--- src/gfx_pkg.sv ---
package gfx_pkg;

  // screen and pixel types
  typedef logic [9:0] coord_t;
  typedef logic [23:0] color_t;
  typedef logic [5:0] frame_t;

  typedef struct packed {
    coord_t x;
    coord_t y;
  } point_t;

  // one line to draw, as issued by the register block
  typedef struct packed {
    point_t p0;
    point_t p1;
    color_t color;
    frame_t frame;
  } line_cmd_t;

  typedef struct packed {
    coord_t x;
    coord_t y;
    color_t color;
    frame_t frame;
  } pixel_t;

  // word address of the 8-pixel group that holds the target pixel
  typedef struct packed {
    logic [5:0] zero_hi;
    frame_t frame;
    coord_t y;
    logic [6:0] x_hi;
    logic [1:0] zero_lo;
  } mem_req_t;

  // a set mask bit keeps the byte in memory unchanged
  typedef struct packed {
    logic [127:0] data;
    logic [15:0] mask;
  } wdf_beat_t;

  // register map
  localparam int AXI_ADDR_W = 8;
  localparam logic [AXI_ADDR_W-1:0] REG_COLOR = 8'h00;
  localparam logic [AXI_ADDR_W-1:0] REG_P0 = 8'h04;
  localparam logic [AXI_ADDR_W-1:0] REG_P1 = 8'h08;
  localparam logic [AXI_ADDR_W-1:0] REG_FRAME = 8'h0c;
  localparam logic [AXI_ADDR_W-1:0] REG_CTRL = 8'h10;

  localparam logic [1:0] RESP_OKAY = 2'b00;
  localparam logic [1:0] RESP_SLVERR = 2'b10;

endpackage

--- src/pixel_writer.sv ---
`timescale 1ns/1ns

module pixel_writer (
  input  logic                clk,
  input  logic                rst,
  input  gfx_pkg::pixel_t     pix,
  input  logic                pix_valid,
  output logic                pix_ready,
  output logic                af_push,
  output gfx_pkg::mem_req_t   af_din,
  input  logic                af_full,
  output logic                wdf_push,
  output gfx_pkg::wdf_beat_t  wdf_din,
  input  logic                wdf_full,
  output logic                active
);

  typedef enum logic {
    BEAT0,
    BEAT1
  } state_t;

  state_t state;
  logic [2:0] slot;
  logic [127:0] beat_data;

  // clear the four mask bits of the slot when the beat holds it
  function automatic logic [15:0] beat_mask(input logic [2:0] s, input logic beat);
    logic [15:0] m;
    m = 16'hffff;
    if (s[2] == beat) begin
      m[15 - 4*s[1:0] -: 4] = 4'h0;
    end
    return m;
  endfunction

  assign slot = pix.x[2:0];
  assign beat_data = {4{{8'h00, pix.color}}};

  assign af_din = '{zero_hi: '0,
                    frame: pix.frame,
                    y: pix.y,
                    x_hi: pix.x[9:3],
                    zero_lo: '0};
  assign wdf_din = '{data: beat_data, mask: beat_mask(slot, state == BEAT1)};

  // address and first beat go in together
  assign af_push = state == BEAT0 && pix_valid && !af_full && !wdf_full;
  assign pix_ready = state == BEAT1 && !wdf_full;
  assign wdf_push = af_push || pix_ready;
  assign active = state == BEAT1;

  always_ff @(posedge clk) begin
    if (rst) begin
      state <= BEAT0;
    end else if (af_push) begin
      state <= BEAT1;
    end else if (pix_ready) begin
      state <= BEAT0;
    end
  end

endmodule

--- config.mk ---
export PLATFORM = sky130hd
export DESIGN_NAME = pixel_writer
export DESIGN_NICKNAME = d
export VERILOG_FILES = /design/src/gfx_pkg.sv /design/src/pixel_writer.sv
export SDC_FILE = /design/constraint.sdc
export NUM_CORES = 1
export LEC_CHECK = 0
export BUFFER_PORTS_ARGS = -buffer_cell sky130_fd_sc_hd__buf_2
export CAP_MARGIN = 20
export CORE_AREA = 2 2 91 93
export DETAILED_ROUTE_END_ITERATION = 12
export DIE_AREA = 0 0 93 95
export PLACE_DENSITY = 0.57
export SYNTH_ARGS = -nofsm -noshare
export SYNTH_HDL_FRONTEND = slang
export SYNTH_SLANG_ARGS = --single-unit
--- constraint.sdc ---
create_clock -name clk -period 1.25 [get_ports clk]
set_input_delay 0.25 -clock clk [delete_from_list [all_inputs] [get_ports clk]]
set_output_delay 0.25 -clock clk [all_outputs]
set_load 0.05 [all_outputs]
* Word-level counts from Yosys, hierarchy flattened
Index checks and enable logic that the tools add are counted.
** Storage, ports and cells
- Flip-flop bits (word level) :: 1
- Input port bits :: 55
- Word-level logic and storage cells :: 20
** Operators by class
- Add/sub/neg operators :: 2
- Equal/unequal tests :: 1
- Shift operators :: 2
- Muxes and demuxes :: 3
- Bitwise operators :: 3
- Reduce and logical (&&, ||, !) cells :: 8
** Operators by type and width (count)
- 32-bit negation with 34-bit output :: 1
- 4-bit by 34-bit variable shift with 19-bit output, first input constant :: 1
- 4-bit by 34-bit indexed part select with 19-bit output, first input constant :: 1
- 16-bit two-way mux :: 1
- 16-bit inverter :: 1
- 16-bit bitwise OR :: 1
- 4-bit by 4-bit subtractor with 5-bit output, first input constant :: 1
- 1-bit logical AND :: 4
- 1-bit logical NOT :: 2
- 1-bit two-way mux :: 2
- 2-bit nonzero test :: 1
- 1-bit == test :: 1
- 1-bit logical OR :: 1
- 1-bit inverter :: 1

* Depth between registers and ports, before layout
- Depth in word-level cells :: 6
- Mapped depth :: 3
- Gate-level depth less buffers :: 2

* Worst setup path before layout
OpenSTA, ideal clock, no wires.
- Path kind :: flip-flop to output port
- Start :: register state, in the netlist active
- End :: output wdf_din[13] (netlist bit)
- Arrival time :: 1816 ps
- Path slack :: -816 ps
- Cell stages (with the launch flop) :: 4
- Buffers on the path :: 1
- Path through :: dfxtp_1 > xnor2_1 > or3b_1 > buf_4
** RTL lines
- start, declared :: line pixel_writer.sv:23 : state_t state;
- start signal, assigned :: line pixel_writer.sv:55 : state <= BEAT0;
- start signal, assigned :: line pixel_writer.sv:57 : state <= BEAT1;
- start signal, assigned :: line pixel_writer.sv:59 : state <= BEAT0;
- end, declared :: line pixel_writer.sv:13 : output gfx_pkg::wdf_beat_t wdf_din,

==> summary.md <==
| Metric | Value |
|---|---|
| R2r endpoint | `active` |
| Crit path max fanout | `4` |
| Placer Congestion | `0.485` |
| RSZ-0062 raised after global routing | `true` |
| I/O pins | `234` |
| Number of flops mapped to enable cells by yosys | `0` |
| Worst clock skew on the final layout | `0 ns` |
| Initial antenna violation count | `0` |
| Status | `finished with violations` |
| Vias | `438` |
| Max-cap viol count | `0` |
| Top FF cell, synth | `dfxtp_1` |
| Total Routed Length | `between 1500 and 2000 um` |
| Crit end category | `output port` |
| Buffers on Ports | `27` |
| DRT iter0 DRCs | `3` |
| Chip height | `95 um` |
| Detail Route Antenna Nets | `0` |
| Area Growth Syn to Fin | `-44.5%` |
| Sum Neg Setup Slack | `-1.98 ns` |
| Post-Syn Area per Cell | `7.47 um^2` |
| FF-to-FF path depth | `3` |
| Critical path class | `flip-flop to output port` |
| Die area | `8840 um^2` |
| WHS Path Cells | `2` |
| Dpl cells | `~190` |
| Min Clock Period, post-route | `1.44 ns` |
| Fill cells | `just over 900` |
| Pre-antenna DRT Iters | `2` |
| CP Launch Type | `flip-flop` |
| Fin cells | `193` |
| R2R Setup Slk | `0.05 ns` |
| Most common cell in the netlist | `buf_4` |
| First-pass GRT wire length | `1990 um` |
| WL per Instance | `8.18 um` |
| Most frequent cells after synthesis | `buf_4, inv_1, nand3b_1` |
| Layout cells sized above 1 | `around half` |
| Remaining global-route overflow | `0` |
| Setup violations, final | `17` |
| Pwr dens | `720 nW/um^2` |
| Synth top area share | `about 90%` |
| Hpwl dp | `1240 um` |
| Global Route Usage Sum | `2.79%` |
| #FFs+latches synth | `1` |
| # nets final | `145` |
| R2R Path Start | `active` |
| Async set or reset register ratio after synthesis | `0%` |
| Initial Util | `between 10% and 20%` |
| Failing checks | `setup timing` |
| CP arrival | `around 1.2 ns` |
| Final hold violations | `0` |
| Hold path startpoint | `rst` |
| Setup ws final | `-0.185 ns` |
| Vias in the first global route | `368` |
| Upper clock frequency limit | `approximately 700 MHz` |
| Synth Warn # | `0` |
| Cell Area, Synth | `between 1000 and 1500 um^2` |
| Area contributors post-synth | `buf_4, dfxtp_1, nand3b_1` |
| # rows | `33` |
| Post-synthesis sequential area ratio | `around 1.4%` |
| Max reg flops | `1` |
| Ant. Diodes | `0` |
| Die width | `93 um` |
| Clock latency on the worst-skew pair | `0 ns` |
| Total Power | `0.556 mW` |
| Post-synth top area cell | `buf_4` |
| Yosys cell types | `14` |
| Final worst-path cycle share | `115%` |
| Pleak | `0.359 nW` |
| CORE AREA | `7930 um^2` |
| Hold EP | `active` |
| Routed vias/inst | `~2.3` |
| Remaining DRCs | `0` |
| Largest net degree at the start of global routing | `5` |
| Critical path required time | `1.00 ns` |
| Hold WC Path Type | `input port to flip-flop` |
| Pins Over Slew Limit | `0` |
| Maximum VDD drop | `0.117 mV` |
| Cells after Synth | `approximately 190` |
| Clock edge transition at the registers on the reported setup and hold paths | `0 ns` |
==> per-stage QoR <==
step	utilization, %	hold WS (ns)	worst slack, ns	instance area (um^2)
final	9.74	0.407	-0.185	772
after CTS	9.63	0.405	-0.188	763
after global placement	7.78	0.410	-0.245	617
after global routing	9.74	0.420	-0.225	772
after floorplan	-	0.303	-0.477	1610
after detailed placement	7.78	0.403	-0.252	617
==> timing repair <==
action,4_1_cts,5_1_grt
gates resized for setup,43,3
setup endpoints to repair,20,19
pin swaps,1,1
setup buffers,1,0
hold buffers,0,0
==> cell usage in the layout, fill, tap and decap left out, drive strengths merged <==
cell / count
conb: 40
buf: 33
nand3b: 2
a21oi: 2
or4b: 1
clkinvlp: 1
inv: 1
nand2b: 1
xnor2: 1
or3b: 1
nand3: 1
nor2: 1
nand2: 1
dfxtp: 1
clkbuf: 1
==> layer usage <==
layer	wire length [um]	GRT usage, %	vias up
li1	-	-	157
met1	236	1.05	165
met2	621	4.05	81
met3	489	3.11	35
met4	232	4.78	0
met5	0	0	-
==> report_power, final <==
| group | internal (mW) | switching [mW] |
|---|---|---|
| clock network | 0 | 0 |
| logic | 0.102 | 0.421 |
| registers | 0.0325 | 0.000839 |
==> worst max-delay path: stages, from the launching register on <==
cell and delay, ns:
dfxtp_4 0.32, buf_6 0.12, xnor2_4 0.12, or3b_4 0.45, buf_8 0.17
==> area by class of cell <==
cell class | instances | area, um^2 | area share, %
inverters | 2 | 11.3 | 1.46
multi-input cells | 51 | 274 | 35.5
flip-flops and latches | 1 | 23.8 | 3.08
well taps | 105 | 131 | 17.0
repair buffers | 34 | 332 | 42.9
==> kinds of logic after synthesis <==
family	count (synthesis)	share of synthesized area (%)
DFF	1	1.44
and+or+nand+nor	8	3.78
other	1	0.270
AOI/OAI and AO/OA	2	0.990
xor gates and xnor gates	1	0.630
buffers and inverters	173	92.9
==> worst max path at each step <==
stage | depth (start not counted) | slack (ns) | to | from
final | 4 | -0.19 | wdf_din[14] | active
after global routing | 6 | -0.23 | wdf_din[9] | active
after CTS | 4 | -0.19 | wdf_din[13] | active
after detailed placement | 4 | -0.25 | af_push | af_full
after global placement | 4 | -0.24 | af_push | af_full
after floorplan | 3 | -0.48 | wdf_din[10] | active
(Power assumes the default switching activity.)
