### src/sync_fifo.sv
`timescale 1ns/1ns

module sync_fifo #(
  parameter int WIDTH = 32,
  parameter int DEPTH = 16
) (
  input  logic              clk,
  input  logic              rst,
  input  logic              push,
  input  logic [WIDTH-1:0]  din,
  output logic              full,
  output logic [WIDTH-1:0]  dout,
  output logic              valid,
  input  logic              rd_en
);

  localparam int PTR_W = (DEPTH > 1) ? $clog2(DEPTH) : 1;

  logic [WIDTH-1:0] mem [DEPTH];
  logic [PTR_W-1:0] wr_ptr;
  logic [PTR_W-1:0] rd_ptr;
  logic [PTR_W:0] count;
  logic do_wr;
  logic do_rd;

  assign full = count == DEPTH;
  assign valid = count != 0;
  // head is visible without a read strobe
  assign dout = mem[rd_ptr];
  assign do_wr = push && !full;
  assign do_rd = rd_en && valid;

  always_ff @(posedge clk) begin
    if (do_wr) begin
      mem[wr_ptr] <= din;
    end
  end

  always_ff @(posedge clk) begin
    if (rst) begin
      wr_ptr <= '0;
      rd_ptr <= '0;
      count <= '0;
    end else begin
      if (do_wr) begin
        wr_ptr <= (wr_ptr == PTR_W'(DEPTH - 1)) ? '0 : wr_ptr + 1'b1;
      end
      if (do_rd) begin
        rd_ptr <= (rd_ptr == PTR_W'(DEPTH - 1)) ? '0 : rd_ptr + 1'b1;
      end
      case ({do_wr, do_rd})
        2'b10:   count <= count + 1'b1;
        2'b01:   count <= count - 1'b1;
        default: count <= count;
      endcase
    end
  end

endmodule

### config.mk
export PLATFORM = sky130hd
export DESIGN_NAME = sync_fifo
export DESIGN_NICKNAME = d
export VERILOG_FILES = /design/src/sync_fifo.sv
export SDC_FILE = /design/constraint.sdc
export NUM_CORES = 1
export LEC_CHECK = 0
export BUFFER_PORTS_ARGS = -buffer_cell sky130_fd_sc_hd__buf_4
export CAP_MARGIN = 15
export CORE_MARGIN = 2
export CORE_UTILIZATION = 60
export CTS_BUF_LIST = sky130_fd_sc_hd__clkbuf_16
export DETAILED_ROUTE_END_ITERATION = 16
export PLACE_DENSITY = 0.79
export SYNTH_ARGS = -nofsm -noshare
export SYNTH_HDL_FRONTEND = slang
export SYNTH_SLANG_ARGS = --single-unit
### constraint.sdc
create_clock -name clk -period 5.2 [get_ports clk]
set_input_delay 1.04 -clock clk [delete_from_list [all_inputs] [get_ports clk]]
set_output_delay 1.04 -clock clk [all_outputs]
set_load 0.02 [all_outputs]
After elaboration in Yosys (flattened, before gate mapping)

Memory sizes are Yosys's and may differ from the RTL's. A register that Yosys moved wholly into a read port is not among the register bits.
Cells that the tools add are included.

Eq/ne operators: 5
Reductions and logical operators: 5
Mux-type cells: 7
Add/subtract/negate cells: 4

Operators by type and width:

| cell                                                | count |
|---|---|
| 2-to-1 mux 4 bit                                    | 4 |
| one-hot mux 5 bit (2 select lines)                  | 1 |
| adder 4 x 1 -> 4 bit, second input constant         | 2 |
| equality test 4 bit, second input constant          | 2 |
| adder 5 x 1 -> 5 bit, second input constant         | 1 |
| equality test 5 bit, second input constant          | 1 |
| nonzero test 5 bit                                  | 1 |
| subtractor 5 x 1 -> 5 bit, second input constant    | 1 |
| equality test 2 x 1 -> 1 bit, second input constant | 1 |
| equality test 2 bit, second input constant          | 1 |
| logical AND 1 bit                                   | 2 |
| 2-to-1 mux 1 bit                                    | 2 |
| nonzero test 2 bit                                  | 1 |
| zero test 1 bit                                     | 1 |

Memory bits (writable): 512
Memories: 1
Output and inout bits: 34
Bits of input ports: 36
Register bits: 13

Memory list:

| name | words | width | rd ports | clocked after Yosys merged registers in | write ports | RTL line | RTL |
|---|---|---|---|---|---|---|---|
| mem  | 16    | 32    | 1        | 1                                       | 1           | 19       | `logic [WIDTH-1:0] mem [DEPTH];` |

Longest topological paths before layout

Gate-level depths: netlist of run 1.

Word-level depth: 5
Depth in mapped cells: 12

Worst setup path before layout of run 1

OpenSTA, ideal clock, no wires.

Path kind: input -> register
Start: input port push
End: memory mem[0][0] (enable)
Path slack: 1.245 ns
Path buffers: 0
Arrival: 3.494 ns
Data required time: 4.739 ns
Stages on the path: 3
Path through: o21a_4 -> nand2_1 -> nor3_1

Longest elaborated chain between the ends: 3

Ends and longest elaborated chain:

| element                                | RTL line | RTL |
|---|---|---|
| start, declared                        | 9        | `input logic push,` |
| logical AND 1 bit                      | 30       | `assign do_wr = push && !full;` |
| 2-to-1 mux 1 bit                       | 34       | `if (do_wr) begin` |
| 2-to-1 mux 1 bit (implied by the code) | 35       | `mem[wr_ptr] <= din;` |
| end, declared                          | 19       |  |

No other way between the ends.

==> results.toml, run 1 <==
[grt]
grt_start_max_net_pins = 58
track_usage_pct = 26.2
grt-ovfl-total = 0
antenna_found_initial = 1
grt_pass1_vias = 10300
grt_pass1_wl_mm = 66.2

[clocking]
numCtsBuffers = 50
holdBufCountCts = 0
cts-root-buf = "clkbuf_16"
post_cts_buffers = 0
clkSinkCount = 529
cts_resized = 0
clock_path_buffers = 3
clk_pin_slew_ns = 0.06
cts_htree_levels = 2
cts_tree = "done"
clk_latency_ns = 0.57

[yosys]
synth_top_family_by_area = "multiplexers"
ys_types = 42
async_flop_share_pct = 0
synth-xor-area-share_pct = 0.218
synth_commonest_cells = "edfxtp_1 (512), mux4_2 (128), a22oi_1 (64), nand2_1 (42), clkbuf_1 (32)"
syn_avg_cell_area_um2 = 22.1
synth-seq-cells = 529
synth_top_area_cell = "edfxtp_1"
ys_top_cells_by_area = "edfxtp_1 (77%), mux4_2 (14%), a22oi_1 (2.4%)"
yosysWarnings = 0
synth_top_area_share_pct = 76.5
yosys.area_share.simple_pct = 2.17
syn_nets = 954
synth-compound-area-share_pct = 3.14
yosys.area_share.adder_pct = 0.561
yosys-mux-area-fraction_pct = 14.5
synth_edf_count = 512
synth_area_um2 = 20100
yosysMostFrequentCell = "edfxtp_1"
yosys_most_used_dff = "edfxtp_1"
synth_cells = 909
ys_seq_area_share_pct = 78.2

[floorplanning]
rows = 67
start_util_pct = 60.4
fp.dieW_um = 187
core_area_um2 = 33300
die_area_um2 = 35000
die_h_um = 187
io_pins = 70

[placement]
numPortBuffers = 69
place_hpwl_mm = 22.1
place_inst = 1399
dp_slack_ns = 1.79
gp_congestion = 0.748
dpl_cell_area_um2 = 21400

[power_and_ir_drop]
power_density_nw_per_um2 = 466
p_leak_nw = 7.34
ir_drop_mv = 0.325

[routing]
drc = 0
drtIter0Drc = 1319
wl_met2_mm = 22.9
wl_per_cell_um = 30.2
vias = 9868
dr.pass1.iters = 5
viasPerCell = 6.61
met1_length_mm = 16.6
ant_nets = 0
wl_mm = 45.1
top_layer = "met4"
dr_wl_met3_mm = 4.13

[timing]
tns_ns = 0
setup_viol = 0
max_clock_freq_mhz = 252
finalClockSkew_ns = 0.0212
rsz0062_at_grt = "no"
fin_crit_ns = 3.98
finalHoldViolCount = 0
layout_setup_ws_ns = 1.22
fin_hold_ws_ns = 0.515
maxSlewHeadroom_pct = 28.2
finalCritPeriodShare_pct = 76.4
worst_pin_slew_ns = 1.08
final_max_slew_viol_count = 0

[setup_path]
path_max_fanout = 48
cp.required_ns = 4.16
cp-start-kind = "flip-flop"
path_cells = "buf_12 -> mux4_2 -> a22oi_1 -> nand2_1 -> buf_4"
criticalPathCategory = "reg -> out"
end_kind = "output port"
slowest_stage = "dfxtp_4"
path_buf_inv = 2
worst_path_largest_cell_delay_ns = 0.72
crit_family = "flip-flops"
cp.arrival_ns = 2.94

[final_layout]
final_nets = 1048
fin_area_um2 = 23000
drive_gt1_share_pct = 30.7
fin_cells = 1493
area_growth_syn_to_layout_pct = 14.6

[job]
cap_violations = 0

[worst_hold_path]
min_path_type = "reg -> reg"

[run_status]
status = "complete, no violations"
## cell usage in the layout (no fill, tap or decap), types with 3 or more instances in the layout
| cell | Yosys | layout |
|---|---|---|
| dfxtp_1 | 17 | 15 |
| ha_1 | 9 | 9 |
| a22oi_1 | 64 | 64 |
| a21oi_1 | 6 | 6 |
| xor2_1 | 4 | 4 |
| nor2_4 | 0 | 13 |
| or4_1 | 3 | 3 |
| clkbuf_16 | 0 | 51 |
| nand2b_1 | 4 | 4 |
| mux2i_1 | 4 | 4 |
| o21ai_0 | 4 | 4 |
| nand2_1 | 42 | 42 |
| bufinv_16 | 0 | 8 |
| inv_1 | 5 | 13 |
| clkinv_2 | 0 | 9 |
| buf_4 | 0 | 86 |
| edfxtp_1 | 512 | 512 |
| mux4_2 | 128 | 128 |
| clkinvlp_4 | 0 | 3 |
| clkinv_1 | 0 | 12 |
| nor3_2 | 0 | 4 |
| buf_12 | 0 | 6 |
| nor2_1 | 22 | 9 |
## final timing paths
check | from | depth (start not counted) | endpoint | slack, ns
setup / recovery | flip-flop | 5 | dout[30] | 1.22
hold / removal | rd_ptr[0]$_SDFFE_PP0N_ | 2 | flip-flop | 0.52
setup reg to reg | count[2]$_SDFFE_PP0P_ | 10 | count[4]$_SDFFE_PP0P_ | 2.02
hold reg to reg | rd_ptr[0]$_SDFFE_PP0N_ | 2 | flip-flop | 0.52
## cell type report
cell class              count  area, µm²
repair buffers             92        766
clock inverters            42        400
multi-input cells         324       4280
fillers                  1955      10200
well taps                 448        561
clock buffers              51       1280
flip-flops and latches    529      15700
diodes                      1       2.50
inverters                   6       22.5
## state kept, by name, summed over array words and instances (netlist names), named ones only
| register | count |
|---|---|
| mem | 512 |
| count | 5 |
| rd_ptr | 4 |
| wr_ptr | 4 |
## routing by layer
layer  up-vias  global-route usage, %
met4         0                   10.6
met1      5133                   35.3
met2       607                   42.8
met3       109                   5.22
met5         -                      0
li1       4019                      -
## stage by stage
step | util (%) | total power [mW]
6_report | 69.2 | 10.7
5_1_grt | 69.2 | 11.1
4_1_cts | 69.2 | 10.8
3_5_place_dp | 64.2 | 7.09
3_3_place_gp | 64.2 | 7.05
2_1_floorplan | - | 6.45
## worst register-to-register path: stages (launching register included)
cell and delay (ns):
dfxtp_1 0.39, or4_1 0.66, o21a_4 0.29, inv_2 0.08, ha_1 0.34, xor2_1 0.19
ha_1 0.18, a21oi_1 0.07, a221oi_1 0.38, or4b_1 0.47, nand3_1 0.09
## logic make-up after synthesis
logic type	after synthesis
XOR/XNOR	5
adder cells (fa/ha/maj)	9
flip-flops	529
AND/OR/NAND/NOR	93
multiplexers	132
AO/OA/AOI/OAI	85
buffers and inverters	56
## report_power, final
part / internal [mW] / switching (mW)
registers: 4.84 / 0.154
clock network: 2.18 / 1.54
logic: 0.982 / 1.04
total: 8.00 / 2.73
(Power assumes the default switching activity.)
==> run 2, diff against run 1 <==
- CORE_UTILIZATION: 60 -> 55
- PLACE_DENSITY: 0.79 -> 0.77
- clock period: 5.2 -> 3.2 ns (I/O delays scaled with it)
==> run 2 against run 1 <==
Routed wire length decreased by 2.8%. Hold slack got worse by 0.14 ns. Via count decreased by 1.2%. Non-clock buffer count increased by 14. Sequential cell count unchanged. Critical endpoint is now dout[0]. Clock skew decreased by 0.0079 ns. Highest routed layer unchanged. Final cell count increased by 1.9%.
==> results.toml, run 2 (synthesis results as in run 1) <==
[run_status]
status = "complete, no violations"

[setup_path]
path_max_fanout = 28
worst_path_largest_cell_delay_ns = 0.57
cp.required_ns = 2.56
slowest_stage = "mux4_2"
cp-start-kind = "flip-flop"
end_kind = "output port"
cp.arrival_ns = 2.48
criticalPathCategory = "reg -> out"
path_cells = "buf_12 -> mux4_2 -> a22oi_1 -> nand2_1 -> buf_4"

[final_layout]
largestRegisters = "mem (512), count (5)"
final_common_cell = "edfxtp_1"
diodes = 0
top_register = "mem"
area_growth_syn_to_layout_pct = 15.5
drive_gt1_share_pct = 31.3
fin_cells = 1522
final_cell_mix = "edfxtp_1 (512), mux4_2 (128), buf_4 (87)"
largest_reg_flops = 512
final_nets = 1062

[clocking]
clkSinkCount = 529
cts-root-buf = "clkbuf_16"
clk_latency_ns = 0.56
clock_path_buffers = 3
numCtsBuffers = 50
cts_tree = "done"
clk_pin_slew_ns = 0.06
cts_htree_levels = 2

[routing]
wl_per_cell_um = 28.8
ant_nets = 0
viasPerCell = 6.40
wl_mm = 43.9
dr.pass1.iters = 5
drtIter0Drc = 1081
vias = 9745
drc = 0

[timing]
rsz0062_at_grt = "no"
final_max_slew_viol_count = 0
max_clock_freq_mhz = 321
setup_viol = 0
layout_setup_ws_ns = 0.0801
finalHoldViolCount = 0
fin_crit_ns = 3.12
finalCritPeriodShare_pct = 97.5
worst_pin_slew_ns = 1.13
maxSlewHeadroom_pct = 24.6
tns_ns = 0
finalClockSkew_ns = 0.0133

[floorplanning]
die_area_um2 = 38100
rows = 70
die_h_um = 195
start_util_pct = 55.4
io_pins = 70
core_area_um2 = 36300
fp.dieW_um = 195

[grt]
grt_pass1_vias = 10100
antenna_found_initial = 0
grt-ovfl-total = 0
grt_start_max_net_pins = 36
track_usage_pct = 23.5
grt_pass1_wl_mm = 64.5

[power_and_ir_drop]
ir_drop_mv = 0.405
p_leak_nw = 7.37
power_density_nw_per_um2 = 735

[placement]
place_hpwl_mm = 22.4
dp_slack_ns = 0.193
gp_congestion = 0.726
place_inst = 1431
numPortBuffers = 69

[worst_hold_path]
min_path_type = "in -> reg"

[job]
cap_violations = 0
[run 2: path summary, 6_finish.rpt]
path                                              from               endpoint  slack (ns)  cells past startpoint
worst max register to register   count[0]$_SDFFE_PP0P_  count[4]$_SDFFE_PP0P_        0.24                     10
worst min register to register  rd_ptr[3]$_SDFFE_PP0N_              flip-flop        0.53                      2
worst max-delay path                         flip-flop                dout[0]        0.08                      5
worst min-delay path                           din[20]  mem[13][20]$_DFFE_PP_        0.37                      1
[run 2: timing repair]
| item | 4_1_cts | 5_1_grt |
|---|---|---|
| setup buffers | 2 | 0 |
| resized for setup | 0 | 1 |
| endpoints found under the setup margin | 25 | 1 |
| hold buffers | 0 | 0 |
[run 2: area by class of cell]
cell class                 instances  area, µm²
inverter                           6       22.5
fill                            2337      13100
sequential                       529      15700
tap                              468        586
clock buffer                      51       1280
timing repair buffer             106       1020
clock inverter                    38        251
multi-input combinational        324       4310
[run 2: per-layer routing]
metal / part of all wire [%] / track usage [%]
met5: 0 / 0
met4: 3.4 / 9.25
met3: 6.6 / 3.90
met2: 52 / 40.4
met1: 38 / 30.5
[run 2: stage by stage]
| stage | hold WS [ns] | cell area [µm²] | util [%] | power, mW |
|---|---|---|---|---|
| 2_1_floorplan | 0.472 | 20100 | - | 10.5 |
| 3_3_place_gp | 0.494 | 21600 | 59.7 | 11.6 |
| 3_5_place_dp | 0.512 | 21600 | 59.7 | 11.7 |
| 4_1_cts | 0.355 | 23200 | 64.0 | 17.2 |
| 5_1_grt | 0.373 | 23200 | 64.0 | 17.6 |
| 6_report | 0.371 | 23200 | 64.0 | 17.1 |
[run 2: worst max-delay path: cells and delay by family (launching register included)]
| kind | cells | cell delay (ns) |
|---|---|---|
| muxes | 1 | 0.57 |
| and+or+nand+nor | 1 | 0.17 |
| buffers and inverters | 2 | 0.47 |
| DFF | 1 | 0.45 |
| AOI/OAI and AO/OA | 1 | 0.26 |
[run 2: power by group]
part	total [mW]	internal [mW]	switching, mW
Sequential	8.01	7.86	0.150
Clock	5.51	3.12	2.39
Combinational	3.54	1.70	1.83
Total	17.1	12.7	4.37
