--- src/gfx_pkg.sv ---
package gfx_pkg;

  // screen and pixel types
  typedef logic [9:0] coord_t;
  typedef logic [23:0] color_t;
  typedef logic [5:0] frame_t;

  typedef struct packed {
    coord_t x;
    coord_t y;
  } point_t;

  // one line to draw, as issued by the register block
  typedef struct packed {
    point_t p0;
    point_t p1;
    color_t color;
    frame_t frame;
  } line_cmd_t;

  typedef struct packed {
    coord_t x;
    coord_t y;
    color_t color;
    frame_t frame;
  } pixel_t;

  // word address of the 8-pixel group that holds the target pixel
  typedef struct packed {
    logic [5:0] zero_hi;
    frame_t frame;
    coord_t y;
    logic [6:0] x_hi;
    logic [1:0] zero_lo;
  } mem_req_t;

  // a set mask bit keeps the byte in memory unchanged
  typedef struct packed {
    logic [127:0] data;
    logic [15:0] mask;
  } wdf_beat_t;

  // register map
  localparam int AXI_ADDR_W = 8;
  localparam logic [AXI_ADDR_W-1:0] REG_COLOR = 8'h00;
  localparam logic [AXI_ADDR_W-1:0] REG_P0 = 8'h04;
  localparam logic [AXI_ADDR_W-1:0] REG_P1 = 8'h08;
  localparam logic [AXI_ADDR_W-1:0] REG_FRAME = 8'h0c;
  localparam logic [AXI_ADDR_W-1:0] REG_CTRL = 8'h10;

  localparam logic [1:0] RESP_OKAY = 2'b00;
  localparam logic [1:0] RESP_SLVERR = 2'b10;

endpackage

--- src/line_regs.sv ---
`timescale 1ns/1ns

module line_regs (
  input  logic                            clk,
  input  logic                            rst,
  input  logic [gfx_pkg::AXI_ADDR_W-1:0]  s_axi_awaddr,
  input  logic                            s_axi_awvalid,
  output logic                            s_axi_awready,
  input  logic [31:0]                     s_axi_wdata,
  input  logic [3:0]                      s_axi_wstrb,
  input  logic                            s_axi_wvalid,
  output logic                            s_axi_wready,
  output logic [1:0]                      s_axi_bresp,
  output logic                            s_axi_bvalid,
  input  logic                            s_axi_bready,
  input  logic [gfx_pkg::AXI_ADDR_W-1:0]  s_axi_araddr,
  input  logic                            s_axi_arvalid,
  output logic                            s_axi_arready,
  output logic [31:0]                     s_axi_rdata,
  output logic [1:0]                      s_axi_rresp,
  output logic                            s_axi_rvalid,
  input  logic                            s_axi_rready,
  output gfx_pkg::line_cmd_t              cmd,
  output logic                            cmd_valid,
  input  logic                            cmd_ready,
  input  logic                            engine_active
);

  gfx_pkg::color_t color_q;
  gfx_pkg::point_t p0_q;
  gfx_pkg::point_t p1_q;
  gfx_pkg::frame_t frame_q;
  logic busy;
  logic wr_accept;
  logic rd_accept;
  logic start;
  logic [31:0] wr_word;

  function automatic logic is_mapped(input logic [gfx_pkg::AXI_ADDR_W-1:0] addr);
    return addr == gfx_pkg::REG_COLOR || addr == gfx_pkg::REG_P0 ||
           addr == gfx_pkg::REG_P1 || addr == gfx_pkg::REG_FRAME ||
           addr == gfx_pkg::REG_CTRL;
  endfunction

  // readback view of one register, zero when unmapped
  function automatic logic [31:0] reg_word(input logic [gfx_pkg::AXI_ADDR_W-1:0] addr);
    case (addr)
      gfx_pkg::REG_COLOR: return {8'h00, color_q};
      gfx_pkg::REG_P0:    return {6'd0, p0_q.x, 6'd0, p0_q.y};
      gfx_pkg::REG_P1:    return {6'd0, p1_q.x, 6'd0, p1_q.y};
      gfx_pkg::REG_FRAME: return {26'd0, frame_q};
      gfx_pkg::REG_CTRL:  return {31'd0, busy};
      default:            return 32'd0;
    endcase
  endfunction

  assign busy = cmd_valid | engine_active;

  // address and data are taken together
  assign wr_accept = s_axi_awvalid & s_axi_wvalid & ~s_axi_bvalid;
  assign s_axi_awready = wr_accept;
  assign s_axi_wready = wr_accept;
  assign rd_accept = s_axi_arvalid & ~s_axi_rvalid;
  assign s_axi_arready = ~s_axi_rvalid;

  // merge the strobed bytes over the current contents
  always_comb begin
    wr_word = reg_word(s_axi_awaddr);
    for (int i = 0; i < 4; i++) begin
      if (s_axi_wstrb[i]) begin
        wr_word[8*i +: 8] = s_axi_wdata[8*i +: 8];
      end
    end
  end

  assign start = wr_accept && s_axi_awaddr == gfx_pkg::REG_CTRL &&
                 s_axi_wstrb[0] && s_axi_wdata[0];

  always_ff @(posedge clk) begin
    if (rst) begin
      color_q <= '0;
      p0_q <= '0;
      p1_q <= '0;
      frame_q <= '0;
    end else if (wr_accept) begin
      case (s_axi_awaddr)
        gfx_pkg::REG_COLOR: color_q <= wr_word[23:0];
        gfx_pkg::REG_P0:    p0_q <= '{x: wr_word[25:16], y: wr_word[9:0]};
        gfx_pkg::REG_P1:    p1_q <= '{x: wr_word[25:16], y: wr_word[9:0]};
        gfx_pkg::REG_FRAME: frame_q <= wr_word[5:0];
        default:            ;
      endcase
    end
  end

  // response handshakes
  always_ff @(posedge clk) begin
    if (rst) begin
      s_axi_bvalid <= 1'b0;
      s_axi_rvalid <= 1'b0;
    end else begin
      if (wr_accept) begin
        s_axi_bvalid <= 1'b1;
      end else if (s_axi_bready) begin
        s_axi_bvalid <= 1'b0;
      end
      if (rd_accept) begin
        s_axi_rvalid <= 1'b1;
      end else if (s_axi_rready) begin
        s_axi_rvalid <= 1'b0;
      end
    end
  end

  always_ff @(posedge clk) begin
    if (wr_accept) begin
      s_axi_bresp <= is_mapped(s_axi_awaddr) ? gfx_pkg::RESP_OKAY : gfx_pkg::RESP_SLVERR;
    end
    if (rd_accept) begin
      s_axi_rdata <= reg_word(s_axi_araddr);
      s_axi_rresp <= is_mapped(s_axi_araddr) ? gfx_pkg::RESP_OKAY : gfx_pkg::RESP_SLVERR;
    end
  end

  // start is dropped while a line is pending or drawing
  always_ff @(posedge clk) begin
    if (rst) begin
      cmd_valid <= 1'b0;
    end else if (cmd_valid && cmd_ready) begin
      cmd_valid <= 1'b0;
    end else if (start && !busy) begin
      cmd_valid <= 1'b1;
    end
  end

  always_ff @(posedge clk) begin
    if (start && !busy) begin
      cmd <= '{p0: p0_q, p1: p1_q, color: color_q, frame: frame_q};
    end
  end

endmodule

--- config.mk ---
export PLATFORM = sky130hd
export DESIGN_NAME = line_regs
export DESIGN_NICKNAME = d
export VERILOG_FILES = /design/src/gfx_pkg.sv /design/src/line_regs.sv
export SDC_FILE = /design/constraint.sdc
export NUM_CORES = 1
export LEC_CHECK = 0
export ABC_CLOCK_PERIOD_IN_PS = 6450
export BUFFER_PORTS_ARGS = -buffer_cell sky130_fd_sc_hd__buf_4
export CAP_MARGIN = 5
export CORE_MARGIN = 5
export CORE_UTILIZATION = 46
export CTS_CLUSTER_SIZE = 10
export DETAILED_ROUTE_END_ITERATION = 6
export PLACE_DENSITY = 0.74
export SYNTH_ARGS = -nofsm -noshare
export SYNTH_HDL_FRONTEND = slang
export SYNTH_SLANG_ARGS = --single-unit
--- constraint.sdc ---
create_clock -name clk -period 6.45 [get_ports clk]
set_input_delay 0.3225 -clock clk [delete_from_list [all_inputs] [get_ports clk]]
set_output_delay 0.3225 -clock clk [all_outputs]
set_load 0.1 [all_outputs]
# After elaboration in Yosys (flattened, before gate mapping)
# Cells that the tools add are included.
# word_totals
in_bits	61
reg_bits	179
elab_cells	70
rom_bits	0
output_inout_bits	112
ram_bits	0
n_memories	0
latchBits	0
# classes
magnitude_cmp	0
eq_ne	8
n_mul	0
div_mod_pow	0
addsub	0
n_reduce_logical	25
bitwise_logic	6
n_mux	12
shift	0
# op_table
cell	count
$pmux 26 s5	1
$pmux 26 s3	1
$eq 8x4->1 const B	4
$mux 8	3
$eq 8x3->1 const B	2
$eq 8x5->1 const B	2
$logic_not 8->1	2
$logic_or 1x1->1	8
$reduce_and 2->1	4
$mux 2	3
$logic_and 1x1->1	5
$mux 1	4
$reduce_bool 2->1	2
$reduce_bool 4->1	1
$and 1x1->1	3
$reduce_and 3->1	1
$not 1->1	2
$reduce_or 2->1	1
$logic_not 1->1	1
$or 1x1->1	1

# Longest topological paths before layout
# depth
depth_word	6
depth_mapped	7

# Worst setup path before layout
# Ideal clock, no wire load.
# synth_timing
path_kind	register to register
start	reg s_axi_bvalid
end	reg cmd_valid
arrival_time_ps	7171
n_path_buf	0
period_less_slack_ps	7250
path_stages_with_launch	5
path_slack_ps	-800
setup_time_ps	79
cell_sequence	dfxtp_1 nand3b_1 or4_1 nor3_1 o21ba_2
# synth_via
elab_chain_cells	6
# synth_lines
element	line_no	rtl
from (decl)	line_regs.sv:14	output logic s_axi_bvalid,
from (signal assigned)	line_regs.sv:99	s_axi_bvalid <= 1'b0;
from (signal assigned)	line_regs.sv:103	s_axi_bvalid <= 1'b1;
from (signal assigned)	line_regs.sv:105	s_axi_bvalid <= 1'b0;
$not 1->1	line_regs.sv:60	assign wr_accept = s_axi_awvalid & s_axi_wvalid & ~s_axi_bvalid;
$and 1x1->1	line_regs.sv:60	
$logic_and 1x1->1 (2 in a row)	line_regs.sv:76	assign start = wr_accept && s_axi_awaddr == gfx_pkg::REG_CTRL &&
$logic_and 1x1->1	line_regs.sv:77	s_axi_wstrb[0] && s_axi_wdata[0];
$logic_and 1x1->1	line_regs.sv:131	end else if (start && !busy) begin
to (signal assigned)	line_regs.sv:128	cmd_valid <= 1'b0;
to (signal assigned)	line_regs.sv:130	cmd_valid <= 1'b0;
to (signal assigned)	line_regs.sv:132	cmd_valid <= 1'b1;
to (decl)	line_regs.sv:24	output logic cmd_valid,
# Every way passes these cells.
# A chain may end at the register's enable or synchronous reset.

# Worst setup path in the final report
# layout_timing
start	reg s_axi_bvalid
end	reg cmd[12] in the netlist's numbering (enable)
# layout_via
elab_chain_cells	6
# layout_lines
element	line_no	rtl
$not 1->1	line_regs.sv:60	
$and 1x1->1	line_regs.sv:60	
$logic_and 1x1->1 (2 in a row)	line_regs.sv:76	
$logic_and 1x1->1	line_regs.sv:77	
$logic_and 1x1->1	line_regs.sv:137	if (start && !busy) begin
to (signal assigned)	line_regs.sv:138	cmd <= '{p0: p0_q, p1: p1_q, color: color_q, frame: frame_q};
to (decl)	line_regs.sv:23	output gfx_pkg::line_cmd_t cmd,
# Every way passes these cells.

==> metrics.log <==
INFO  metric status = finished clean
INFO  metric critical-path-slowest-cell = sky130_fd_sc_hd__or4_1
INFO  metric cts_max_level = 4
INFO  metric yosys.cell_types.count = 43
INFO  metric grt_pass1_wl = 27,500 um
INFO  metric design.die.area = 17,300 um2
INFO  metric setup_ws_pre_cts = 3.90 ns
INFO  metric antennaDiodeCount = 0
INFO  metric regArea = 4400 um2
INFO  metric post-route-period-util = 0.395
INFO  metric drv_cap = 0
INFO  metric cts_tree = built
INFO  metric timing.rr.end = cmd[12]
INFO  metric achievable-frequency = 393 MHz
INFO  metric timing.critical_path.max_delay_family = simple AND/OR/NAND/NOR gates
INFO  metric cts-hold-fix-buffers = 0
INFO  metric timing.critical_path.from = s_axi_bvalid
INFO  metric r2r_cells = 4
INFO  metric cts_inserted_buffers = 17
INFO  metric worst_slew_pin_slew = 1.19 ns
INFO  metric tritoncts_num_sinks = 171
INFO  metric timing_hold_violations_final = 0
INFO  metric warnings_synthesis = 0
INFO  metric postCtsSetupBuffers = 0
INFO  metric cp-end-kind = register
INFO  metric avgViaCountPerCell = 5.55
INFO  metric post_route_cells_drive_above_1_share = 0.314
INFO  metric global_route_total_overflow = 0
INFO  metric worst_clock_skew = 0.00871 ns
INFO  metric slew-limit-headroom = 0.203
INFO  metric io_pins = 173
INFO  metric post_synth.cell_area_avg = 12.8 um2
INFO  metric clock_latency_late_sink = 0.42 ns
INFO  metric grt_start_max_net_pins = 74
INFO  metric yosys-top-cells-area = sky130_fd_sc_hd__edfxtp_1 (43%), sky130_fd_sc_hd__dfxtp_1 (21%), sky130_fd_sc_hd__mux2i_1 (4.7%)
INFO  metric cts.root.buffer_cell = sky130_fd_sc_hd__clkbuf_16
INFO  metric cts_repair_resize_count = 0
INFO  metric grt_util_met1 = 0.240
INFO  metric synth_largest_type_area_fraction = 0.433
INFO  metric ir_drop = 175 uV
INFO  metric std_cell_core_area = 14,500 um2
INFO  metric grt_pass1_vias = 5,112
INFO  metric crit_type = reg2reg
INFO  metric buffer_ports.inserted = 158
INFO  metric drv_slew = 0
INFO  metric gp_congestion = 0.784
INFO  metric cp_data_arrival_time = 2.60 ns
INFO  metric hpwl = 11,900 um
INFO  metric power.static_leakage = 2.99 nW
INFO  metric gr-usage-met3 = 0.0619
INFO  metric power_density = 272 nW/um2
INFO  metric drc_marker_count_from_the_first_detailed_route_iteration = 341
INFO  metric critical_path.max_stage_delay = 0.68 ns
INFO  metric worst_r2r_start = s_axi_bvalid
INFO  metric row_count = 44
INFO  metric reg2reg_slack = 3.90 ns
INFO  metric drt-wirelength-per-cell = 20.2 um
INFO  metric globalRouteMet2Util = 0.335
INFO  metric clk_path_buf_depth = 2
INFO  metric synthDominantAreaCellType = sky130_fd_sc_hd__edfxtp_1
INFO  metric seq_area_frac_synth = 0.648
INFO  metric period_needed = 2.55 ns
INFO  metric setup_viol = 0
INFO  metric grt_antenna_before_repair = 0
INFO  metric endpoint = cmd[12]
INFO  metric power.total = 2.35 mW
INFO  metric global_route.usage.total = 0.200
INFO  metric drt_first_pass_iters = 5
INFO  metric critPathMaxFanout = 43
INFO  metric critical_path_buf_inv_count = 1
INFO  metric setup-tns-final = 0 ns
INFO  metric area_delta_synth_final = 27.1%
INFO  metric worstHoldPathType = in2reg
INFO  metric drcViolationCount = 0
INFO  metric syn-instance-count = 532
INFO  metric finish.net_count = 739
INFO  metric die_x = 132 um
INFO  metric floorplan.initialDensity = 0.468
INFO  metric timing.critical_path.cells = nand3b_1 > or4_1 > nor3_4 > buf_4
INFO  metric worst-path-stages = 4
INFO  metric detail-route-antenna-nets = 0
INFO  metric critPathRequiredTime = 6.50 ns
INFO  metric via_count = 4,853
INFO  metric clk_transition_reported_paths = 0.07 ns
INFO  metric flip_flop_and_latch_count_after_synthesis = 171
INFO  metric drt_wl_total = 17,700 um
INFO  metric grt.busiest_layer = met2
INFO  metric post_synth_instance_area = 6800 um2
INFO  metric multi_input_area = 2180 um2
INFO  metric postLayoutSetupSlackWorst = 3.90 ns
INFO  metric fp.dieH = 132 um
INFO  metric grt_setup_unrepaired = no
INFO  metric startpoint_type_of_the_worst_setup_path = register
INFO  metric fillerInstances = 1,175
==> state kept, by name, summed over array words and instances, names as in the netlist <==
| name | flops |
|---|---|
| cmd | 70 |
| s_axi_rdata | 26 |
| color_q | 24 |
| p0_q | 20 |
| p1_q | 20 |
| frame_q | 6 |
| cmd_valid | 1 |
| s_axi_bresp | 1 |
| s_axi_bvalid | 1 |
| s_axi_rresp | 1 |
| s_axi_rvalid | 1 |
==> metrics by stage <==
stage | util | instances | area, um2 | hold slack [ns]
finish | 0.595 | 875 | 8640 | 0.0778
global route | 0.595 | 875 | 8640 | 0.0723
CTS | 0.595 | 875 | 8640 | 0.0681
detailed placement | 0.555 | 843 | 8070 | 0.436
global placement | 0.555 | 843 | 8070 | 0.429
floorplan | - | 539 | 6830 | 0.421
==> Yosys cell counts (all sizes together) <==
library cell and number:
or3 4, nand3b 19, nand2b 4, o32ai 2
nor3 4, nor2b 11, clkbuf 21, nand4 2
o211ai 1, or2 2, a221o 6, and3 6
a21oi 14, nand2 14, a22oi 16, inv 10
a22o 10, nor4 3, nand3 1, o21ai 27
and4 1, o2bb2ai 6, a211oi 29, dfxtp 73
o31a 4, conb 1, mux4 6, nor3b 1
mux2i 32, nor2 72, o21ba 1, buf 22
or4 5, a41oi 1, or3b 2, a21o 1
edfxtp 98
==> power by group <==
| part | internal (mW) | switching (mW) | total, mW |
|---|---|---|---|
| Clock | 0.556 | 0.424 | 0.980 |
| Sequential | 1.15 | 0.00434 | 1.16 |
| Combinational | 0.0518 | 0.158 | 0.210 |
==> worst min-delay path by stage <==
stage               depth (start not counted)  slack, ns          from           end
floorplan                                   0       0.42   color_q[10]       cmd[16]
global placement                            0       0.43   color_q[11]       cmd[17]
detailed placement                          0       0.44   color_q[10]       cmd[16]
CTS                                         2       0.07  s_axi_rready  s_axi_rvalid
global route                                2       0.07  s_axi_rready  s_axi_rvalid
finish                                      2       0.08  s_axi_rready  s_axi_rvalid
==> cells by family after synthesis <==
| group | count (synthesis) | share of synthesized area |
|---|---|---|
| AO/OA/AOI/OAI | 118 | 0.126 |
| other | 1 | 0.000552 |
| multiplexers | 38 | 0.0670 |
| buffers and inverters | 53 | 0.0388 |
| flip-flops | 171 | 0.648 |
| AND/OR/NAND/NOR | 151 | 0.119 |
==> layout make-up <==
cell class | instances | share of cell area
flip-flops and latches | 171 | 0.510
multi-input cells | 315 | 0.252
repair buffers | 163 | 0.142
clock buffers | 20 | 0.0528
well taps | 184 | 0.0266
clock inverters | 12 | 0.0133
inverters | 10 | 0.00434
==> metal layers <==
metal	routed length (um)	vias up
li1	-	2273
met4	444	0
met2	8770	216
met1	7050	2332
met5	0	-
met3	1390	32
==> cell usage in the layout, fill, tap and decap left out, types with 2 or more instances in the layout <==
cell type | synthesis | routed
sky130_fd_sc_hd__clkinv_2 | 0 | 2
sky130_fd_sc_hd__nand2b_1 | 4 | 4
sky130_fd_sc_hd__nor2b_1 | 11 | 10
sky130_fd_sc_hd__conb_1 | 1 | 8
sky130_fd_sc_hd__edfxtp_1 | 98 | 98
sky130_fd_sc_hd__clkinv_4 | 0 | 3
sky130_fd_sc_hd__a211oi_1 | 23 | 23
sky130_fd_sc_hd__o21ai_0 | 24 | 24
sky130_fd_sc_hd__nor3_1 | 3 | 2
sky130_fd_sc_hd__or3_1 | 4 | 4
sky130_fd_sc_hd__a211oi_2 | 6 | 6
sky130_fd_sc_hd__nand2_1 | 14 | 14
sky130_fd_sc_hd__a21oi_1 | 14 | 14
sky130_fd_sc_hd__clkinvlp_4 | 0 | 3
sky130_fd_sc_hd__or2_2 | 2 | 2
sky130_fd_sc_hd__or4_1 | 5 | 5
sky130_fd_sc_hd__mux2i_1 | 32 | 32
sky130_fd_sc_hd__nand3b_1 | 19 | 19
sky130_fd_sc_hd__and3_1 | 6 | 6
sky130_fd_sc_hd__inv_6 | 0 | 3
sky130_fd_sc_hd__nor2_1 | 72 | 72
sky130_fd_sc_hd__o32ai_1 | 2 | 2
sky130_fd_sc_hd__nand4_1 | 2 | 2
sky130_fd_sc_hd__a22oi_1 | 16 | 16
sky130_fd_sc_hd__clkbuf_16 | 0 | 17
sky130_fd_sc_hd__clkbuf_8 | 0 | 2
sky130_fd_sc_hd__dfxtp_1 | 73 | 73
sky130_fd_sc_hd__o31a_1 | 4 | 4
sky130_fd_sc_hd__inv_1 | 10 | 10
sky130_fd_sc_hd__buf_4 | 11 | 163
sky130_fd_sc_hd__nor4_4 | 3 | 3
sky130_fd_sc_hd__o2bb2ai_1 | 6 | 6
sky130_fd_sc_hd__a221o_1 | 6 | 6
sky130_fd_sc_hd__mux4_2 | 6 | 6
sky130_fd_sc_hd__a22o_1 | 10 | 10
sky130_fd_sc_hd__or3b_2 | 2 | 2
sky130_fd_sc_hd__o21ai_1 | 3 | 3
==> worst register-to-register path, stage by stage (launching register included) <==
cell and delay (ns):
sky130_fd_sc_hd__dfxtp_1 0.32, sky130_fd_sc_hd__nand3b_1 0.45, sky130_fd_sc_hd__or4_1 0.68, sky130_fd_sc_hd__nor3_4 0.20, sky130_fd_sc_hd__buf_4 0.50
Power figures use the tool's default switching activity.
